==> src/verilog/data_tlb.sv <==
`default_nettype none

module data_tlb #(
    parameter int TLB_ENTRIES = 4
) (
    input  logic                           clk_i,
    input  logic                           rst_n_i,
    input  logic                           we_i,
    input  logic [$clog2(TLB_ENTRIES)-1:0] idx_i,
    input  logic [19:0]                    vppn_i,
    input  logic [19:0]                    ppn_i,
    input  logic                           v_i,
    input  logic                           d_i,
    input  logic [1:0]                     plv_i,
    input  logic [19:0]                    lookup_vppn_i,
    output logic                           found_o,
    output logic                           v_o,
    output logic                           d_o,
    output logic [1:0]                     plv_o,
    output logic [19:0]                    ppn_o
);

    logic [TLB_ENTRIES-1:0] used_q;
    logic [TLB_ENTRIES-1:0] v_q;
    logic [TLB_ENTRIES-1:0] d_q;
    logic [19:0]            vppn_q [TLB_ENTRIES];
    logic [19:0]            ppn_q  [TLB_ENTRIES];
    logic [1:0]             plv_q  [TLB_ENTRIES];

    always_ff @(posedge clk_i) begin
        if (!rst_n_i) begin
            used_q <= '0;
        end else if (we_i) begin
            used_q[idx_i] <= 1'b1; // entry holds a mapping, valid or not.
        end
    end

    always_ff @(posedge clk_i) begin
        if (we_i) begin
            vppn_q[idx_i] <= vppn_i;
            ppn_q[idx_i]  <= ppn_i;
            v_q[idx_i]    <= v_i;
            d_q[idx_i]    <= d_i;
            plv_q[idx_i]  <= plv_i;
        end
    end

    // **************************************************
    // parallel compare, lowest index wins
    // **************************************************
    always_comb begin
        found_o = 1'b0;
        v_o     = 1'b0;
        d_o     = 1'b0;
        plv_o   = 2'd0;
        ppn_o   = 20'd0;
        for (int i = TLB_ENTRIES - 1; i >= 0; i--) begin
            if (used_q[i] && vppn_q[i] == lookup_vppn_i) begin
                found_o = 1'b1;
                v_o     = v_q[i];
                d_o     = d_q[i];
                plv_o   = plv_q[i];
                ppn_o   = ppn_q[i];
            end
        end
    end

endmodule

`default_nettype wire

==> config.mk <==
export PLATFORM = sky130hd
export DESIGN_NAME = data_tlb
export DESIGN_NICKNAME = d
export VERILOG_FILES = /design/src/verilog/data_tlb.sv
export SDC_FILE = /design/constraint.sdc
export NUM_CORES = 1
export LEC_CHECK = 0
export ABC_AREA = 1
export BUFFER_PORTS_ARGS = -buffer_cell sky130_fd_sc_hd__buf_2
export CAP_MARGIN = 20
export CORE_MARGIN = 8
export CORE_UTILIZATION = 58
export DETAILED_ROUTE_END_ITERATION = 10
export PLACE_DENSITY = 0.78
export RECOVER_POWER = 25
export SKIP_CTS_REPAIR_TIMING = 1
export SYNTH_ARGS = -nofsm -noshare
export SYNTH_HDL_FRONTEND = slang
export SYNTH_SLANG_ARGS = --single-unit
==> constraint.sdc <==
create_clock -name clk_i -period 5.3 [get_ports clk_i]
set_input_delay 0.265 -clock clk_i [delete_from_list [all_inputs] [get_ports clk_i]]
set_output_delay 0.265 -clock clk_i [all_outputs]
set_load 0.01 [all_outputs]
== Yosys cells after proc, flatten, opt, wreduce, memory -nomap -nowiden ==
Memory sizes are Yosys's and may differ from the RTL's.
Cells that the tools add are included.

* Bits in registers: 12
* Memory bits (writable): 168
* Memories: 3
* Input port bits: 69

{| class="wikitable"
|+ Memories
! memory !! words !! width !! rd ports !! clocked after Yosys merged registers in !! wr ports !! RTL line !! text
|-
| ppn_q || 4 || 20 || 4 || 0 || 1 || 27 || <nowiki>logic [19:0] ppn_q [TLB_ENTRIES];</nowiki>
|-
| vppn_q || 4 || 20 || 4 || 0 || 1 || 26 || <nowiki>logic [19:0] vppn_q [TLB_ENTRIES];</nowiki>
|-
| plv_q || 4 || 2 || 4 || 0 || 1 || 28 || <nowiki>logic [1:0] plv_q [TLB_ENTRIES];</nowiki>
|}

* Reduce and logical (&&, ||, !) cells: 5
* Equality and inequality tests: 4
* Multiplexer cells: 26
* Bitwise gates (word level): 1
* $lt $le $gt $ge: 2

{| class="wikitable"
|+ Operators by type and width
! operator !! number
|-
| 20-bit equality test || 4
|-
| 20-bit 2-to-1 mux || 4
|-
| 1-bit 2-to-1 mux || 15
|-
| 4-bit bitwise mux || 2
|-
| 2-bit 2-to-1 mux || 4
|-
| 1-bit logical AND || 5
|-
| 4-bit bitwise OR || 1
|-
| 2-bit by 3-bit < comparator with 1-bit output (second input constant) || 1
|-
| 1-bit demux with 2-bit select || 1
|-
| 2-bit by 1-bit greater-or-equal comparator with 1-bit output (second input constant) || 1
|}

== Longest topological paths before layout ==
Gate-level depths: netlist (run 1).

* Depth in word-level cells: 6
* Depth in mapped cells: 13
* Mapped depth without buffers: 11

== Worst setup path after synthesis (run 1) ==
No wires, ideal clock.

* Kind: input-to-reg
* From: input port idx_i[0]
* To: register d_q[2] (enable)
* Data arrival time: 3.415 ns
* Slack: 1.382 ns
* Setup time: 0.503 ns
* Path buffers: 0
* Cell stages on the path: 1
* Cell sequence: nor3_1

{| class="wikitable"
|+ RTL lines
! what !! RTL line !! text
|-
| start: declaration || 9 || <nowiki>input logic [$clog2(TLB_ENTRIES)-1:0] idx_i,</nowiki>
|-
| end signal: indexed assignment || 43 || <nowiki>d_q[idx_i] <= d_i;</nowiki>
|-
| end: declaration || 25 || <nowiki>logic [TLB_ENTRIES-1:0] d_q;</nowiki>
|}

==> results.yml, run 1 <==
layout:
  final_cell_mix: "nand2_1, edfxtp_1, nor2_1"
  drive_gt1_frac: 0.168
  area_delta_synth_final_pct: 14.7
  nFillCells: 984
  multiInputGateArea_sq_mm: 0.00210
  ff_latch_area_sq_mm: 0.00537
  fin_nets: 919
place:
  gp_congestion: 0.894
  hpwl_mm: 11.9
  port_buffers: 93
die:
  die_area_sq_mm: 0.0177
  initial_utilization: 0.596
  core_sq_mm: 0.0133
  dieWidth_microns: 133
  die_height_microns: 133
  placement_rows: 42
  ios: 94
timing:
  rsz0062_at_grt: "false"
  final.period_utilization: 0.585
  skew_ps: 0
  worst_slew_pin_slew_ps: 916
  relSlewSlack: 0.389
  maxSlewViolCount: 0
  final_hold_viol_count: 0
  max_freq_mhz: 322
  setup_tns_ps: 0
  fin_crit_ps: 3100
  setup_viol: 0
power_and_ir_drop:
  powerDensity_mw_per_mm2: 334
  ir_worst_vdd_mv: 0.253
  leakage_uw: 0.00374
  power_uw: 3040
routing:
  drt_iter0_drc: 612
  avgRoutedWirePerCell_microns: 17.5
  drt-pass1-iter-count: 5
  wl_mm: 18.2
  viasPerCell: 5.29
  routed-via-count: 5502
  drtAntennaViolNets: 0
  drc_errors: 0
yosys:
  ys_ff_latch: 180
  synthCells: 749
  synthDominantCellAreaShare: 0.667
  yosys.area.top_type: "edfxtp_1"
  syn_avg_cell_area_sq_um: 10.6
  ys_seq_area_frac: 0.677
  synth.distinct_cells: 27
  synth_area_leaders: "edfxtp_1, nand2_1, nor2_1, inv_1, o21ai_0"
  syn-cell-area_sq_mm: 0.00792
  yosys_warnings: 0
  synth_fp_nets: 818
setup_path:
  path_cells: "nand2_1 -> nand2_1 -> nor2_1 -> nand2_1 -> nor2_1 -> nand3_2 -> nand2_1 -> nand2_1 -> a21oi_1 -> buf_2"
  critPathBufInv: 1
  critPathSlowestCell: "nand3_2"
  crit_path_end_kind: "output pin"
  critPathLaunchType: "flip-flop"
  crit_type: "reg2out"
  crit_arrival_ps: 2840
  cp_max_fo: 49
  cp_top_family: "simple AND/OR/NAND/NOR gates"
  timing.critical_path.required_ps: 5040
  cp_common_cell: "nand2_1"
  slowest_delay_ps: 720
global_route:
  grt_pass1_vias: 5674
  top_usage_layer: "met2"
  use_met3: 0.0492
  grt_max_degree: 50
  grt_overflow_total: 0
  grt.met2_usage: 0.340
  grtUsageMet1: 0.258
  grt_pass1_wl_mm: 28.5
  antenna_found_initial: 2
  grt_usage: 0.209
run_status:
  status: "finished, final reports clean"
clock_tree:
  clk_path_buf_depth: 2
  cts.sinks: 180
  cts-buffers-inserted: 17
  clkTransAtPathRegs_ps: 60
  tritoncts: "built"
  h-tree-depth: 4
  clock_latency_ps: 420
  cts_root_buffer: "clkbuf_16"
run:
  cap_violations: 0
hold_path:
  hold_class: "in2reg"
## logic make-up (layout without fill, tap and decap cells)
group                     count (synthesis)  after routing  synth area share
other                                     0              1                 0
DFF                                     180            180             0.677
buffers and inverters                   112            226            0.0597
xor gates and xnor gates                 20             20            0.0221
and+or+nand+nor                         368            368             0.191
AOI/OAI and AO/OA                        69             69            0.0502
## per-layer routing
metal,wire (microns),share of wire,vias up
met5,10,0.00055,-
met4,495,0.027,2
met3,1300,0.071,39
met2,8660,0.48,201
met1,7710,0.42,2607
li1,-,-,2653
## cells in the mapped netlist
library cell  instances
edfxtp_1            176
nand2_1             176
nor2_1              154
inv_1                78
o21ai_0              25
inv_2                18
nand4_1              17
o21ai_1              14
a21oi_1              13
a21oi_2              11
xnor2_1              10
xor2_1               10
buf_2                 6
nand3_1               5
nor2_4                5
buf_4                 4
buf_6                 4
dfxtp_1               4
nor3_1                4
nor2_2                3
o22ai_1               3
clkbuf_1              2
nand3_2               2
o21a_1                2
nand2_2               1
nand3_4               1
o211ai_1              1
## sequential cells by signal, summed over array words and instances (netlist names)
name	count
used_q	4
d_q	4
vppn_q	80
ppn_q	80
v_q	4
plv_q	8
## report_power, final
group	internal [uW]	switching (uW)	leakage, uW
Clock	692	517	0.000273
Combinational	51.4	115	0.00182
Sequential	1640	24.2	0.00165
Total	2380	657	0.00374
## worst paths after layout
kind,from,end,slack [ps],cells after the start
setup / recovery,vppn_q[2][3],ppn_o[1],2200,10
hold / removal,vppn_i[12],vppn_q[3][12],70,1
setup reg to reg,used_q[3],used_q[3],4670,1
hold reg to reg,used_q[1],used_q[1],480,2
## stage by stage
step / cell area, sq um / setup WS (ps) / utilization / hold slack, ps / std cells
floorplan: 7920 / 1380 / - / 364 / 749
global placement: 8550 / 2740 / 0.643 / 445 / 1007
detailed placement: 8550 / 2620 / 0.643 / 469 / 1007
CTS: 9120 / 2200 / 0.686 / 39.1 / 1039
global route: 9090 / 1910 / 0.683 / 70.1 / 1040
finish: 9090 / 2200 / 0.683 / 67.7 / 1040
## final cells by class
type                       instances  area share
clock inverter                    13      0.0146
antenna                            1    0.000275
inverter                          96      0.0397
clock buffer                      19      0.0476
timing repair buffer              98      0.0518
multi-input combinational        457       0.231
tap                              176      0.0242
sequential                       180       0.590
(Power assumes the default switching activity.)
==> run 2: changes to the inputs <==
CORE_UTILIZATION = 52   (was 58)
PLACE_DENSITY = 0.74   (was 0.78)
clock period = 2.7 ns   (was 5.3 ns; I/O delays follow)
==> results.yml, run 2 (synthesized netlist as in run 1, its figures left out) <==
timing:
  fin_crit_ps: 2550
  max_freq_mhz: 393
  relSlewSlack: 0.521
  rsz0062_at_grt: "false"
  worst_slew_pin_slew_ps: 718
  final_hold_viol_count: 0
  setup_viol: 0
  final.period_utilization: 0.943
  maxSlewViolCount: 0
  skew_ps: 0
power_and_ir_drop:
  powerDensity_mw_per_mm2: 648
  seqPwrFrac: 0.520
  leakage_uw: 0.00399
  p_comb_frac: 0.061
  clkPwrFrac: 0.419
  p_switching_uw: 1350
  intPower_uw: 4920
  swShare: 0.215
  ir_worst_vdd_mv: 0.439
setup_path:
  crit_path_end_kind: "output pin"
  cp_max_fo: 17
  critPathLaunchType: "flip-flop"
  timing.critical_path.required_ps: 2570
  crit_type: "reg2out"
  crit_arrival_ps: 2410
run_status:
  status: "finished, final reports clean"
hold_path:
  hold_class: "in2reg"
die:
  die_area_sq_mm: 0.0194
  core_sq_mm: 0.0150
  initial_utilization: 0.527
  ios: 94
  placement_rows: 45
  dieWidth_microns: 139
  die_height_microns: 139
clock_tree:
  clkTransAtPathRegs_ps: 70
  clock_latency_ps: 430
  clk_path_buf_depth: 2
  cts.sinks: 180
  tritoncts: "built"
  cts_root_buffer: "clkbuf_16"
  h-tree-depth: 4
  cts-buffers-inserted: 17
layout:
  area_delta_synth_final_pct: 22.2
  antenna_cells: 0
  top_regs: "ppn_q (80), vppn_q (80), plv_q (8)"
  fin_nets: 969
  drive_gt1_frac: 0.170
  final_area_sq_mm: 0.00968
  final_common_cell: "edfxtp_1"
  final_cell_mix: "edfxtp_1, nand2_1, nor2_1"
  final_cells: 1101
global_route:
  grt_pass1_wl_mm: 28.5
  antenna_found_initial: 0
  grt_pass1_vias: 5504
  grt_usage: 0.190
  grt_overflow_total: 0
  grt_max_degree: 50
routing:
  wl_mm: 18.2
  drt-pass1-iter-count: 5
  routed-via-count: 5643
  viasPerCell: 5.13
  drt_iter0_drc: 592
  drc_errors: 0
  avgRoutedWirePerCell_microns: 16.5
  drtAntennaViolNets: 0
run:
  cap_violations: 0
place:
  hpwl_mm: 12.0
  gp_congestion: 0.898
  port_buffers: 93
  post_dp_cell_area_sq_mm: 0.00859
  dp_cells: 1021
==> run 2: power groups by stage <==
stage	Clock (uW)	Sequential (uW)	Combinational, uW
2_1_floorplan	0	3320	168
6_report	2630	3260	380
4_1_cts	2650	3260	335
3_3_place_gp	0	3310	324
5_1_grt	2760	3270	422
3_5_place_dp	0	3320	332
==> run 2: through the flow <==
| step | power [uW] | TNS, ps | utilization | worst slack, ps | hold slack (ps) |
|---|---|---|---|---|---|
| final | 6270 | 0 | 0.644 | 153 | 202 |
| after global routing | 6460 | 0 | 0.644 | 0.00511 | 212 |
| after CTS | 6240 | 0 | 0.613 | 3.05 | -91.1 |
| after detailed placement | 3650 | 0 | 0.572 | 504 | 358 |
| after global placement | 3640 | 0 | 0.572 | 553 | 352 |
| after floorplan | 3480 | -194800 | - | -1090 | 234 |
==> run 2: final cells by class <==
class	instances	area [sq um]
Sequential cell	180	5370
Clock inverter	14	198
Inverter	96	360
Tap cell	188	235
Fill cell	1154	5350
Multi-Input combinational cell	457	2110
Clock buffer	18	429
Timing Repair Buffer	148	985
==> run 2: routing by layer <==
layer / global-route usage / wire length [microns]
met5: 0 / 0
met4: 0.0774 / 339
met3: 0.0534 / 1280
met2: 0.308 / 8780
met1: 0.237 / 7810
==> run 2: critical path, stage by stage (launching register included) <==
cell and delay [ps]:
edfxtp_1 380, nand2_1 100, o21ai_0 80, nor2_1 100, nand2_1 120, nor2_4 410, nand3_2 290, o21ai_0 230
nand2_1 70, nand2_1 80, buf_2 130
==> run 2: worst paths after layout <==
check                 to  slack [ps]         start  depth (start not counted)
max             ppn_o[9]         150  vppn_q[3][5]                         10
min          ppn_q[3][9]         200      idx_i[0]                          3
max reg2reg    used_q[3]        2090     used_q[3]                          1
min reg2reg    used_q[2]         480     used_q[2]                          1
