## src/verilog/mem_pkg.sv

```systemverilog
`default_nettype none

package mem_pkg;

    // **************************************************
    // op codes
    // **************************************************
    localparam int OP_W = 4;

    localparam logic [OP_W-1:0] OP_NOP   = 4'd0;
    localparam logic [OP_W-1:0] OP_LD_B  = 4'd1;
    localparam logic [OP_W-1:0] OP_LD_BU = 4'd2;
    localparam logic [OP_W-1:0] OP_LD_H  = 4'd3;
    localparam logic [OP_W-1:0] OP_LD_HU = 4'd4;
    localparam logic [OP_W-1:0] OP_LD_W  = 4'd5;
    localparam logic [OP_W-1:0] OP_ST_B  = 4'd6;
    localparam logic [OP_W-1:0] OP_ST_H  = 4'd7;
    localparam logic [OP_W-1:0] OP_ST_W  = 4'd8;
    localparam logic [OP_W-1:0] OP_LL    = 4'd9;
    localparam logic [OP_W-1:0] OP_SC    = 4'd10;

    // **************************************************
    // exception vector bits
    // **************************************************
    localparam int EXCP_W = 6;

    localparam int EXCP_ALE  = 0;
    localparam int EXCP_TLBR = 1;
    localparam int EXCP_PME  = 2;
    localparam int EXCP_PPI  = 3;
    localparam int EXCP_PIS  = 4;
    localparam int EXCP_PIL  = 5;

    // dmw csr fields.
    localparam int DMW_PLV0     = 0;
    localparam int DMW_PLV3     = 3;
    localparam int DMW_PSEG_LSB = 25; // 3 bits.
    localparam int DMW_VSEG_LSB = 29; // 3 bits.

    // lane 3 and half 1 are the high-order bits.
    typedef union packed {
        logic [3:0][7:0]  b;
        logic [1:0][15:0] h;
    } mem_word_u;

endpackage

`default_nettype wire

```

## src/verilog/data_addr_check.sv

```systemverilog
`default_nettype none

module data_addr_check (
    input  logic [mem_pkg::OP_W-1:0]   op_i,
    input  logic [31:0]                vaddr_i,
    input  logic                       crmd_da_i,
    input  logic                       crmd_pg_i,
    input  logic [1:0]                 crmd_plv_i,
    input  logic [31:0]                dmw0_i,
    input  logic [31:0]                dmw1_i,
    input  logic                       tlb_found_i,
    input  logic                       tlb_v_i,
    input  logic                       tlb_d_i,
    input  logic [1:0]                 tlb_plv_i,
    input  logic [19:0]                tlb_ppn_i,
    output logic [31:0]                paddr_o,
    output logic [mem_pkg::EXCP_W-1:0] excp_num_o
);

    import mem_pkg::*;

    logic load_op;
    logic store_op;
    logic access_mem;
    logic half_op;
    logic word_op;
    logic pg_mode;
    logic dmw0_hit;
    logic dmw1_hit;
    logic trans_en;
    logic perm_ok;

    function automatic logic dmw_match(input logic [31:0] dmw, input logic [1:0] plv,
                                       input logic [2:0] vseg);
        logic plv_ok;
        plv_ok = (dmw[DMW_PLV0] && plv == 2'd0) || (dmw[DMW_PLV3] && plv == 2'd3);
        return plv_ok && dmw[DMW_VSEG_LSB +: 3] == vseg;
    endfunction

    assign load_op    = op_i inside {OP_LD_B, OP_LD_BU, OP_LD_H, OP_LD_HU, OP_LD_W, OP_LL};
    assign store_op   = op_i inside {OP_ST_B, OP_ST_H, OP_ST_W, OP_SC};
    assign access_mem = load_op || store_op;
    assign half_op    = op_i inside {OP_LD_H, OP_LD_HU, OP_ST_H};
    assign word_op    = op_i inside {OP_LD_W, OP_ST_W, OP_LL, OP_SC};

    // windows are only looked at when paging is on.
    assign pg_mode  = !crmd_da_i && crmd_pg_i;
    assign dmw0_hit = pg_mode && dmw_match(dmw0_i, crmd_plv_i, vaddr_i[31:29]);
    assign dmw1_hit = pg_mode && dmw_match(dmw1_i, crmd_plv_i, vaddr_i[31:29]);
    assign trans_en = pg_mode && !dmw0_hit && !dmw1_hit;
    assign perm_ok  = crmd_plv_i <= tlb_plv_i;

    always_comb begin
        if (trans_en) begin
            paddr_o = {tlb_ppn_i, vaddr_i[11:0]};
        end else if (dmw0_hit) begin
            paddr_o = {dmw0_i[DMW_PSEG_LSB +: 3], vaddr_i[28:0]}; // dmw0 has priority.
        end else if (dmw1_hit) begin
            paddr_o = {dmw1_i[DMW_PSEG_LSB +: 3], vaddr_i[28:0]};
        end else begin
            paddr_o = vaddr_i;
        end
    end

    always_comb begin
        excp_num_o            = '0;
        excp_num_o[EXCP_ALE]  = (half_op && vaddr_i[0]) || (word_op && vaddr_i[1:0] != 2'b00);
        excp_num_o[EXCP_TLBR] = access_mem && trans_en && !tlb_found_i;
        excp_num_o[EXCP_PIL]  = load_op && trans_en && tlb_found_i && !tlb_v_i;
        excp_num_o[EXCP_PIS]  = store_op && trans_en && tlb_found_i && !tlb_v_i;
        excp_num_o[EXCP_PPI]  = access_mem && trans_en && tlb_found_i && tlb_v_i && !perm_ok;
        excp_num_o[EXCP_PME]  = store_op && trans_en && tlb_found_i && tlb_v_i && perm_ok
                                && !tlb_d_i;
    end

endmodule

`default_nettype wire

```

## config.mk

```make
export PLATFORM = sky130hd
export DESIGN_NAME = data_addr_check
export DESIGN_NICKNAME = d
export VERILOG_FILES = /design/src/verilog/mem_pkg.sv /design/src/verilog/data_addr_check.sv
export SDC_FILE = /design/constraint.sdc
export NUM_CORES = 1
export LEC_CHECK = 0
export ABC_AREA = 1
export BUFFER_PORTS_ARGS = -buffer_cell sky130_fd_sc_hd__buf_2
export CORE_MARGIN = 5
export CORE_UTILIZATION = 25
export DETAILED_ROUTE_END_ITERATION = 8
export GPL_TIMING_DRIVEN = 1
export PLACE_DENSITY = 0.81
export SLEW_MARGIN = 20
export SYNTH_ARGS = -nofsm -noshare
export SYNTH_HDL_FRONTEND = slang
export SYNTH_SLANG_ARGS = --single-unit
export TNS_END_PERCENT = 10
```

## constraint.sdc

```tcl
create_clock -name vclk -period 1
set_clock_uncertainty 0.15 [all_clocks]
set_input_delay 0.05 -clock vclk [all_inputs]
set_output_delay 0.05 -clock vclk [all_outputs]
set_load 0.03 [all_outputs]
```

After elaboration in Yosys (flattened, before gate mapping)
Cells that the tools add are included.
{ "totals": {"reg_bits": 0, "in_bits": 129, "word_cells": 61} }
{ "classes": {"mux": 3, "n_eq_ne": 13, "n_lt_le_gt_ge": 1, "reduce_logical": 44} }
{ "op_table": {"columns": ["operator", "n"], "rows": [
  ["$mux W32", 3],
  ["$logic_and A1 B1 Y1", 27],
  ["$eq A4 B3 Y1 const B", 4],
  ["$eq A4 B4 Y1 const B", 3],
  ["$eq A4 B2 Y1 const B", 2],
  ["$reduce_bool A4 Y1", 2],
  ["$logic_not A1 Y1", 7],
  ["$eq A3 B3 Y1", 2],
  ["$reduce_bool A6 Y1", 1],
  ["$eq A4 B1 Y1 const B", 1],
  ["$logic_or A1 B1 Y1", 4],
  ["$reduce_bool A3 Y1", 1],
  ["$eq A2 B2 Y1 const B", 1],
  ["$le A2 B2 Y1", 1],
  ["$logic_not A2 Y1", 1],
  ["$reduce_bool A2 Y1", 1]
]} }

Logic depth before layout (Yosys ltp)
Gate-level depths: netlist of run 1.
{ "depth": {"depth_word": 13, "ltp_mapped": 10} }

Worst setup path before layout of run 1
Ideal clock, no wire load.
{ "synth_timing": {"path_type": "input to output", "startpoint": "input port tlb_plv_i[1]", "endpoint": "output port excp_num_o[3] (netlist name)", "path_buffers": 0, "required_time_ns": 0.800, "cell_stages": 7, "arrival_ns": 1.503, "setup_slack_ns": -0.703, "cell_sequence": "inv_1 ha_1 inv_1 nor2_1 o21ai_0 or2_2 nor3_1"} }
{ "synth_between": {"elab_chain_len": 3} }
{ "synth_rtl": {"columns": ["element", "line", "text"], "rows": [
  ["start, declared", "data_addr_check.sv:14", "input logic [1:0] tlb_plv_i,"],
  ["$le A2 B2 Y1", "data_addr_check.sv:51", "assign perm_ok = crmd_plv_i <= tlb_plv_i;"],
  ["$logic_not A1 Y1", "data_addr_check.sv:71", "excp_num_o[EXCP_PPI] = access_mem && trans_en && tlb_found_i && tlb_v_i && !perm_ok;"],
  ["$logic_and A1 B1 Y1", "data_addr_check.sv:71", null],
  ["end, declared", "data_addr_check.sv:17", "output logic [mem_pkg::EXCP_W-1:0] excp_num_o"]
]} }
Every way passes these cells.

Final worst setup path of run 1
Same ends and word-level chain as after synthesis.

==> results of run 1 <==
==> power by group through the flow <==
stage	logic (µW)	clock network, µW	registers [µW]
floorplan	536	0	0
global placement	774	0	0
detailed placement	788	0	0
CTS	991	0	0
global route	1090	0	0
finish	1030	0	0
==> worst max-delay path by stage <==
stage | slack [ps] | start | endpoint | cells past startpoint
2_1_floorplan | -280 | tlb_plv_i[1] | excp_num_o[3] | 7
3_3_place_gp | -510 | tlb_plv_i[1] | excp_num_o[3] | 9
3_5_place_dp | -520 | tlb_plv_i[1] | excp_num_o[3] | 9
4_1_cts | -410 | vaddr_i[30] | paddr_o[19] | 12
5_1_grt | -520 | dmw0_i[29] | paddr_o[29] | 11
6_report | -410 | tlb_plv_i[1] | excp_num_o[3] | 9
==> final cells by class <==
| class | instances | area (µm²) | area share |
|---|---|---|---|
| timing repair buffer | 127 | 957 | 0.500 |
| tap | 46 | 57.6 | 0.0301 |
| inverter | 23 | 101 | 0.0530 |
| multi-input combinational | 140 | 797 | 0.417 |
==> layout by cell type (no fill, tap or decap) <==
master	synthesis	layout
sky130_fd_sc_hd__o21ai_1	0	1
sky130_fd_sc_hd__buf_4	12	18
sky130_fd_sc_hd__o22ai_1	1	1
sky130_fd_sc_hd__nand3_4	1	2
sky130_fd_sc_hd__buf_2	0	67
sky130_fd_sc_hd__ha_1	2	1
sky130_fd_sc_hd__nand2_1	85	71
sky130_fd_sc_hd__inv_1	19	14
sky130_fd_sc_hd__xnor2_4	0	1
sky130_fd_sc_hd__nand4_1	4	4
sky130_fd_sc_hd__o31ai_1	1	1
sky130_fd_sc_hd__nand2_2	9	23
sky130_fd_sc_hd__or2_1	2	2
sky130_fd_sc_hd__buf_12	0	3
sky130_fd_sc_hd__o21ai_0	3	2
sky130_fd_sc_hd__dlygate4sd3_1	0	10
sky130_fd_sc_hd__nor3_4	0	2
sky130_fd_sc_hd__nor2_4	4	5
sky130_fd_sc_hd__inv_12	0	1
sky130_fd_sc_hd__inv_4	0	1
sky130_fd_sc_hd__nand3_1	8	7
sky130_fd_sc_hd__buf_6	3	29
sky130_fd_sc_hd__or2_4	0	1
sky130_fd_sc_hd__nor2_2	0	5
sky130_fd_sc_hd__inv_2	4	7
sky130_fd_sc_hd__ha_4	0	1
sky130_fd_sc_hd__nand3_2	3	3
sky130_fd_sc_hd__nor2_1	13	7
==> metrics by stage <==
| step | hold slack (ps) | TNS, ps | total power (µW) | std cells |
|---|---|---|---|---|
| after floorplan | -5.24 | -5350 | 536 | 179 |
| after global placement | -49.8 | -10910 | 774 | 325 |
| after detailed placement | -49.8 | -12130 | 788 | 325 |
| after CTS | 222 | -9720 | 991 | 335 |
| after global routing | 230 | -12290 | 1090 | 336 |
| final | 220 | -9730 | 1030 | 336 |
==> repair_timing <==
item	in CTS	in global routing
endpoints found under the setup margin	26	26
endpoints found under the hold margin	10	0
hold buffers	10	0
gates resized for setup	60	19
setup buffers	0	1
pin swaps	4	12
==> metal layers <==
metal,vias up,GRT usage,routed length [µm]
met1,640,0.130,1280
met4,0,0.0298,73
met5,-,0,0
met3,8,0.0244,309
li1,759,-,-
met2,66,0.302,2290
==> cells by family after synthesis <==
group,after synthesis,synth area share
AOI/OAI and AO/OA,5,0.0320
xor gates and xnor gates,1,0.00975
adders and majority gates,2,0.0279
buffers and inverters,39,0.251
and+or+nand+nor,132,0.680
==> results.txt, run 1 <==
The flow ran to the end, but the final reports show violations. The final reports fail on setup timing. The sequential cells in the finished layout cover a total of 0 µm². Across the run, the number of max-cap violations was 0. The logs give 0 for the initial antenna violation count and 3950 µm for the total length of routed wires. The switching power is 557 µW. For this run, the post-layout net count is 423. The maximum number of pins on one net before global-route repair is 18. Category of the worst setup path capture point: a primary output.

The via count of the first global-routing pass was 1,358; the number of placement rows was 21. The number of I/O port buffers was 99. Yosys attributes the largest share of cell area to sky130_fd_sc_hd__nand2_1 36%, sky130_fd_sc_hd__buf_4 10%, sky130_fd_sc_hd__inv_1 7.9%. Relative to the synthesized area, the layout overhead comes to 113%. In this run the most critical hold path is launched from vaddr_i[1]. After detailed routing, the number of vias per cell comes to 4.38. The max-slew violation total from the final report was 0.

The die is 69.9 µm wide. For the sequential power share, the log shows 0. The tools report the final setup violation count as 26. The number of buffers and inverters on the critical path is 4. The remaining design rule violation count came out at 0. The share of the clock period used by the worst path after layout is 1.41, and the static leakage power is 0.00111 µW. The most area-hungry cell type in the Yosys netlist was sky130_fd_sc_hd__nand2_1. The run gives 34 as the number of DRC markers in iteration 0. The run gives 0 as the leftover overflow at the end of global routing. The tools report the final critical-path setup slack as -413 ps. The clock buffers instantiated in the layout total 0. For the number of placed I/O pins, the log shows 167. The core outline area is 3420 µm², and the global placer's final weighted congestion is 0.857. The portion of synthesized cell area occupied by the leading cell type was 0.355; the average footprint of a synthesized cell was 5.02 µm². STA classifies the critical path startpoint as an input port. After detailed placement, the total cell area comes to 1560 µm². Counting every instance in the synthesized netlist gives 179. The floorplan die area is 4890 µm², and the global-route wire length before repair is 5900 µm. The internal portion of the total power is 469 µW. Switching fraction of total power: 0.543. The shortest clock period the worst path allows after layout was 1410 ps. The fraction of layout cells with a size suffix above 1 was 0.583. In this design, the critical path's most frequently occurring cell is sky130_fd_sc_hd__buf_6. The tools report the initial standard-cell utilization of the core as 0.263. The tools report the top achievable clock speed as 708 MHz.

The detailed router placed 1,473 vias in this run. The run gives 0 as the final hold violation count. 0 antenna diodes ended up in the layout. Yosys printed 0 warnings. The number of distinct standard cells referenced by the synthesized netlist was 21. The critical setup path kind is in2out.

Dividing total power by cell area gives a power density of 536 nW/µm². Kind of cell with the highest combined delay on the critical path: simple AND/OR/NAND/NOR gates. Endpoint with the worst hold slack: paddr_o[1]. The total track usage was 0.139; the number of cells on the worst hold path was 2. Traced cell by cell, the critical path runs through buf_6 -> inv_12 -> ha_4 -> inv_2 -> nor2_1 -> o21ai_1 -> or2_4 -> nor3_4 -> buf_6. The share of total power in the clock network is 0, and the number of filler instances in the final layout is 350.

The post-synth design cell area was 898 µm²; the worst setup slack before clock tree synthesis was -524 ps. The design has 0 sequential cells. Setup repair after global routing could not meet its margin everywhere. The post-detailed-route count of antenna-violating nets is 0, and the largest incremental delay on the critical path is 260 ps. The number of detailed-routing iterations run before antenna repair was 4. The logs give 1210 ps for the critical path arrival and 0.776 for the tightest slew margin relative to the limit.

The slew of the pin with the lowest slew margin was 335 ps. In the final routed layout, each cell accounts on average for 11.8 µm. Detailed placement ended at an HPWL of 3010 µm. After synthesis, the most frequently instantiated cells are 85 x sky130_fd_sc_hd__nand2_1, 19 x sky130_fd_sc_hd__inv_1, 13 x sky130_fd_sc_hd__nor2_1, 12 x sky130_fd_sc_hd__buf_4, 9 x sky130_fd_sc_hd__nand2_2. The part of the Yosys area used for sequential elements is 0, and the largest vdd supply drop is 0.201 mV. The die height was 69.9 µm; the final core utilization was 0.560.

STA puts the critical path data required time at 800 ps. The number of nets handed over by synthesis was 310. With fillers left out, the area of the finished cells amounts to 1910 µm². In this run the worst path has a maximum fanout of 2. The combinational power share is 1.000. The worst hold path belongs to the class in2out. sky130_fd_sc_hd__nand2_1 is the most common cell in the netlist. The slowest stage of the critical path is the sky130_fd_sc_hd__or2_4 cell.
No activity file was read; power rests on OpenSTA's default activity.
==> run 2: changes to the inputs <==
CELL_PAD_IN_SITES_DETAIL_PLACEMENT = 2   (was default)
CELL_PAD_IN_SITES_GLOBAL_PLACEMENT = 2   (was default)
CORE_UTILIZATION = 10   (was 25)
PLACE_DENSITY = default   (was 0.81)
PLACE_DENSITY_LB_ADDON = 0.1   (was default)
==> results.txt, run 2 (synthesis gave the netlist of run 1 again) <==
The multi-input combinational cell area was 833 µm² (+4.6%); the remaining design rule violation count was 0 (unchanged). The area growth from synthesis to layout is 137%. The checks that failed: setup timing.

The tools report the via count of the first global-routing pass as 1,701 (+25%). For the max-slew violation total from the final report, the log shows 0 (unchanged). The sequential power share was 0 (unchanged); the static leakage power was 0.00117 µW (+5.4%).

Class of the tightest hold or removal check: in2out. The leftover overflow at the end of global routing is 0 (unchanged), and the die span in x is 105 µm (+50%). The critical path depth works out to 13 (+4). Switching power: 588 µW (+5.5%). The cell with the most instances on the worst path was sky130_fd_sc_hd__nand2_1. The share of the clock period used by the worst path after layout is 1.42 (+0.00864), and the final hold violation count is 0 (unchanged). The number of I/O port buffers is 99 (unchanged), and the total track usage is 0.0857 (-0.0537). The count of buffer and inverter cells on the critical path came out at 6 (+2). Critical setup path kind: in2out. The run gives 0.685 (-20%) as the global placer's final weighted congestion. The switching fraction of total power came out at 0.534 (-0.00875).

The total negative slack for setup checks came out at -9840 ps (-103 ps). The final setup violation count came out at 26 (unchanged). Shortest clock period the worst path allows after layout: 1420 ps (+8.64 ps).

The global-route wire length before repair came out at 8220 µm (+39%). The floorplan die area is 11,000 µm² (+120%). Maximum net fanout on the critical path: 6 (+4). The logs give 0 (unchanged) for the number of sequential storage elements and 431 (+1.9%) for the net count reported at finish. Leaving out fill and tap cells, the most frequent cells in the layout are 65 x sky130_fd_sc_hd__buf_2, 59 x sky130_fd_sc_hd__nand2_1, 35 x sky130_fd_sc_hd__nand2_2. The register cell area after layout was 0 µm² (unchanged).

The maximum number of pins on one net before global-route repair is 18 (unchanged), and the tightest slew margin relative to the limit is 0.778 (+0.00209). The run gives 1220 ps (about the same) as the critical path arrival. The run finished, with violations left. The number of DRC markers in iteration 0 came out at 13 (-62%).

The category of the worst setup path capture point was a primary output. The run gives 221 ps (+1.68 ps) as the hold slack. The logs give 0 (unchanged) for the post-detailed-route count of antenna-violating nets and 1,507 (+2.3%) for the via total after detailed routing. Number of filler instances in the final layout: 1,063 (+200%). The fraction of layout cells with a size suffix above 1 was 0.648 (+0.0649).

The internal power is 512 µW (+9.3%). Walking the worst path, the cells encountered are buf_6 -> inv_2 -> nand2_1 -> nand2_2 -> nor2_4 -> nand3_4 -> inv_2 -> nor2_4 -> buf_12 -> clkbuf_16 -> nand2_1 -> nand2_1 -> buf_6. The largest vdd supply drop is 0.0958 mV (-52%).

For the sum of internal, switching and leakage power, the log shows 1100 µW (+7.3%). The most common cell after layout, fill and taps aside is sky130_fd_sc_hd__buf_2. The initial antenna violation count was 0 (unchanged); the worst setup slack before clock tree synthesis was -588 ps (-63.2 ps).

The number of placed I/O pins is 167 (unchanged), and the max capacitance violation total is 0 (unchanged). Initial standard-cell utilization of the core: 0.103 (-0.160). The slew of the pin with the lowest slew margin is 332 ps (-3.12 ps).

The largest incremental delay on the critical path is 150 ps (-110 ps). The total length of routed wires came out at 5050 µm (+28%). Setup repair after global routing could not meet its margin everywhere. The power density over the cells is 516 nW/µm² (-3.8%). The average via count per standard cell came out at 3.71 (-15%).

The core outline area is 8720 µm² (+160%), and the share of total power in the clock network is 0 (unchanged). The data required time at the worst endpoint is 800 ps (about the same). The slowest stage of the critical path belongs to the cell sky130_fd_sc_hd__clkbuf_16. The number of detailed-routing iterations run before antenna repair was 4 (unchanged). Estimated wirelength of the detail-placed design: 4410 µm (+47%).

Startpoint type of the worst setup path: an input port. The number of antenna repair diodes is 0 (unchanged). The tools report the final critical-path setup slack as -421 ps (-8.64 ps). The number of placement rows came out at 34 (+62%). The die height was 105 µm (+50%); the total of clock buffers placed in the layout was 0 (unchanged). The detailed-route wire length per cell works out to 12.4 µm (+5.8%). The kind of cell with the highest combined delay on the critical path was buffers and inverters.

The combinational power share was 1.000 (about the same); the top achievable clock speed was 704 MHz (-0.61%). The number of cells on the worst hold path works out to 2 (unchanged).
[run 2: changes by cell type in the layout (fill, tap and decap cells not counted), moves of 3 or more]
cell,previous run,this run
sky130_fd_sc_hd__buf_4,18,21
sky130_fd_sc_hd__buf_6,29,34
sky130_fd_sc_hd__nand2_1,71,59
sky130_fd_sc_hd__nand2_2,23,35
[run 2: repair_timing]
| action | CTS | global route |
|---|---|---|
| pin swaps | 11 | 4 |
| gates cloned | 0 | 1 |
| hold endpoints to repair | 10 | 0 |
| hold buffers | 10 | 0 |
| buffers inserted | 6 | 0 |
| endpoints found under the setup margin | 26 | 26 |
| resized for setup | 77 | 26 |
[run 2: cell type report]
type,count,area share
repair buffers,135,0.500
multi-input cells,140,0.391
well taps,108,0.0633
inverters,23,0.0463
[run 2: metal layers]
layer,track usage,vias up,share of wire
met5,0,-,0
met3,0.0136,0,0.066
met2,0.165,71,0.52
met1,0.106,665,0.42
li1,-,771,-
met4,0,0,0
[run 2: power groups by stage]
stage	Clock, µW	Sequential, µW	Combinational (µW)
CTS	0	0	1080
floorplan	0	0	536
global route	0	0	1200
global placement	0	0	815
finish	0	0	1100
detailed placement	0	0	823
[run 2: per-stage QoR]
step / instances / util / instance area (µm²)
after floorplan: 179 / - / 978
after global placement: 390 / 0.189 / 1650
after detailed placement: 390 / 0.189 / 1650
after CTS: 405 / 0.235 / 2050
after global routing: 406 / 0.245 / 2130
final: 406 / 0.245 / 2130
[run 2: path summary, 6_finish.rpt]
check / slack [ps] / startpoint / to
hold / removal: 220 / vaddr_i[1] / paddr_o[1]
setup / recovery: -420 / vaddr_i[31] / paddr_o[16]
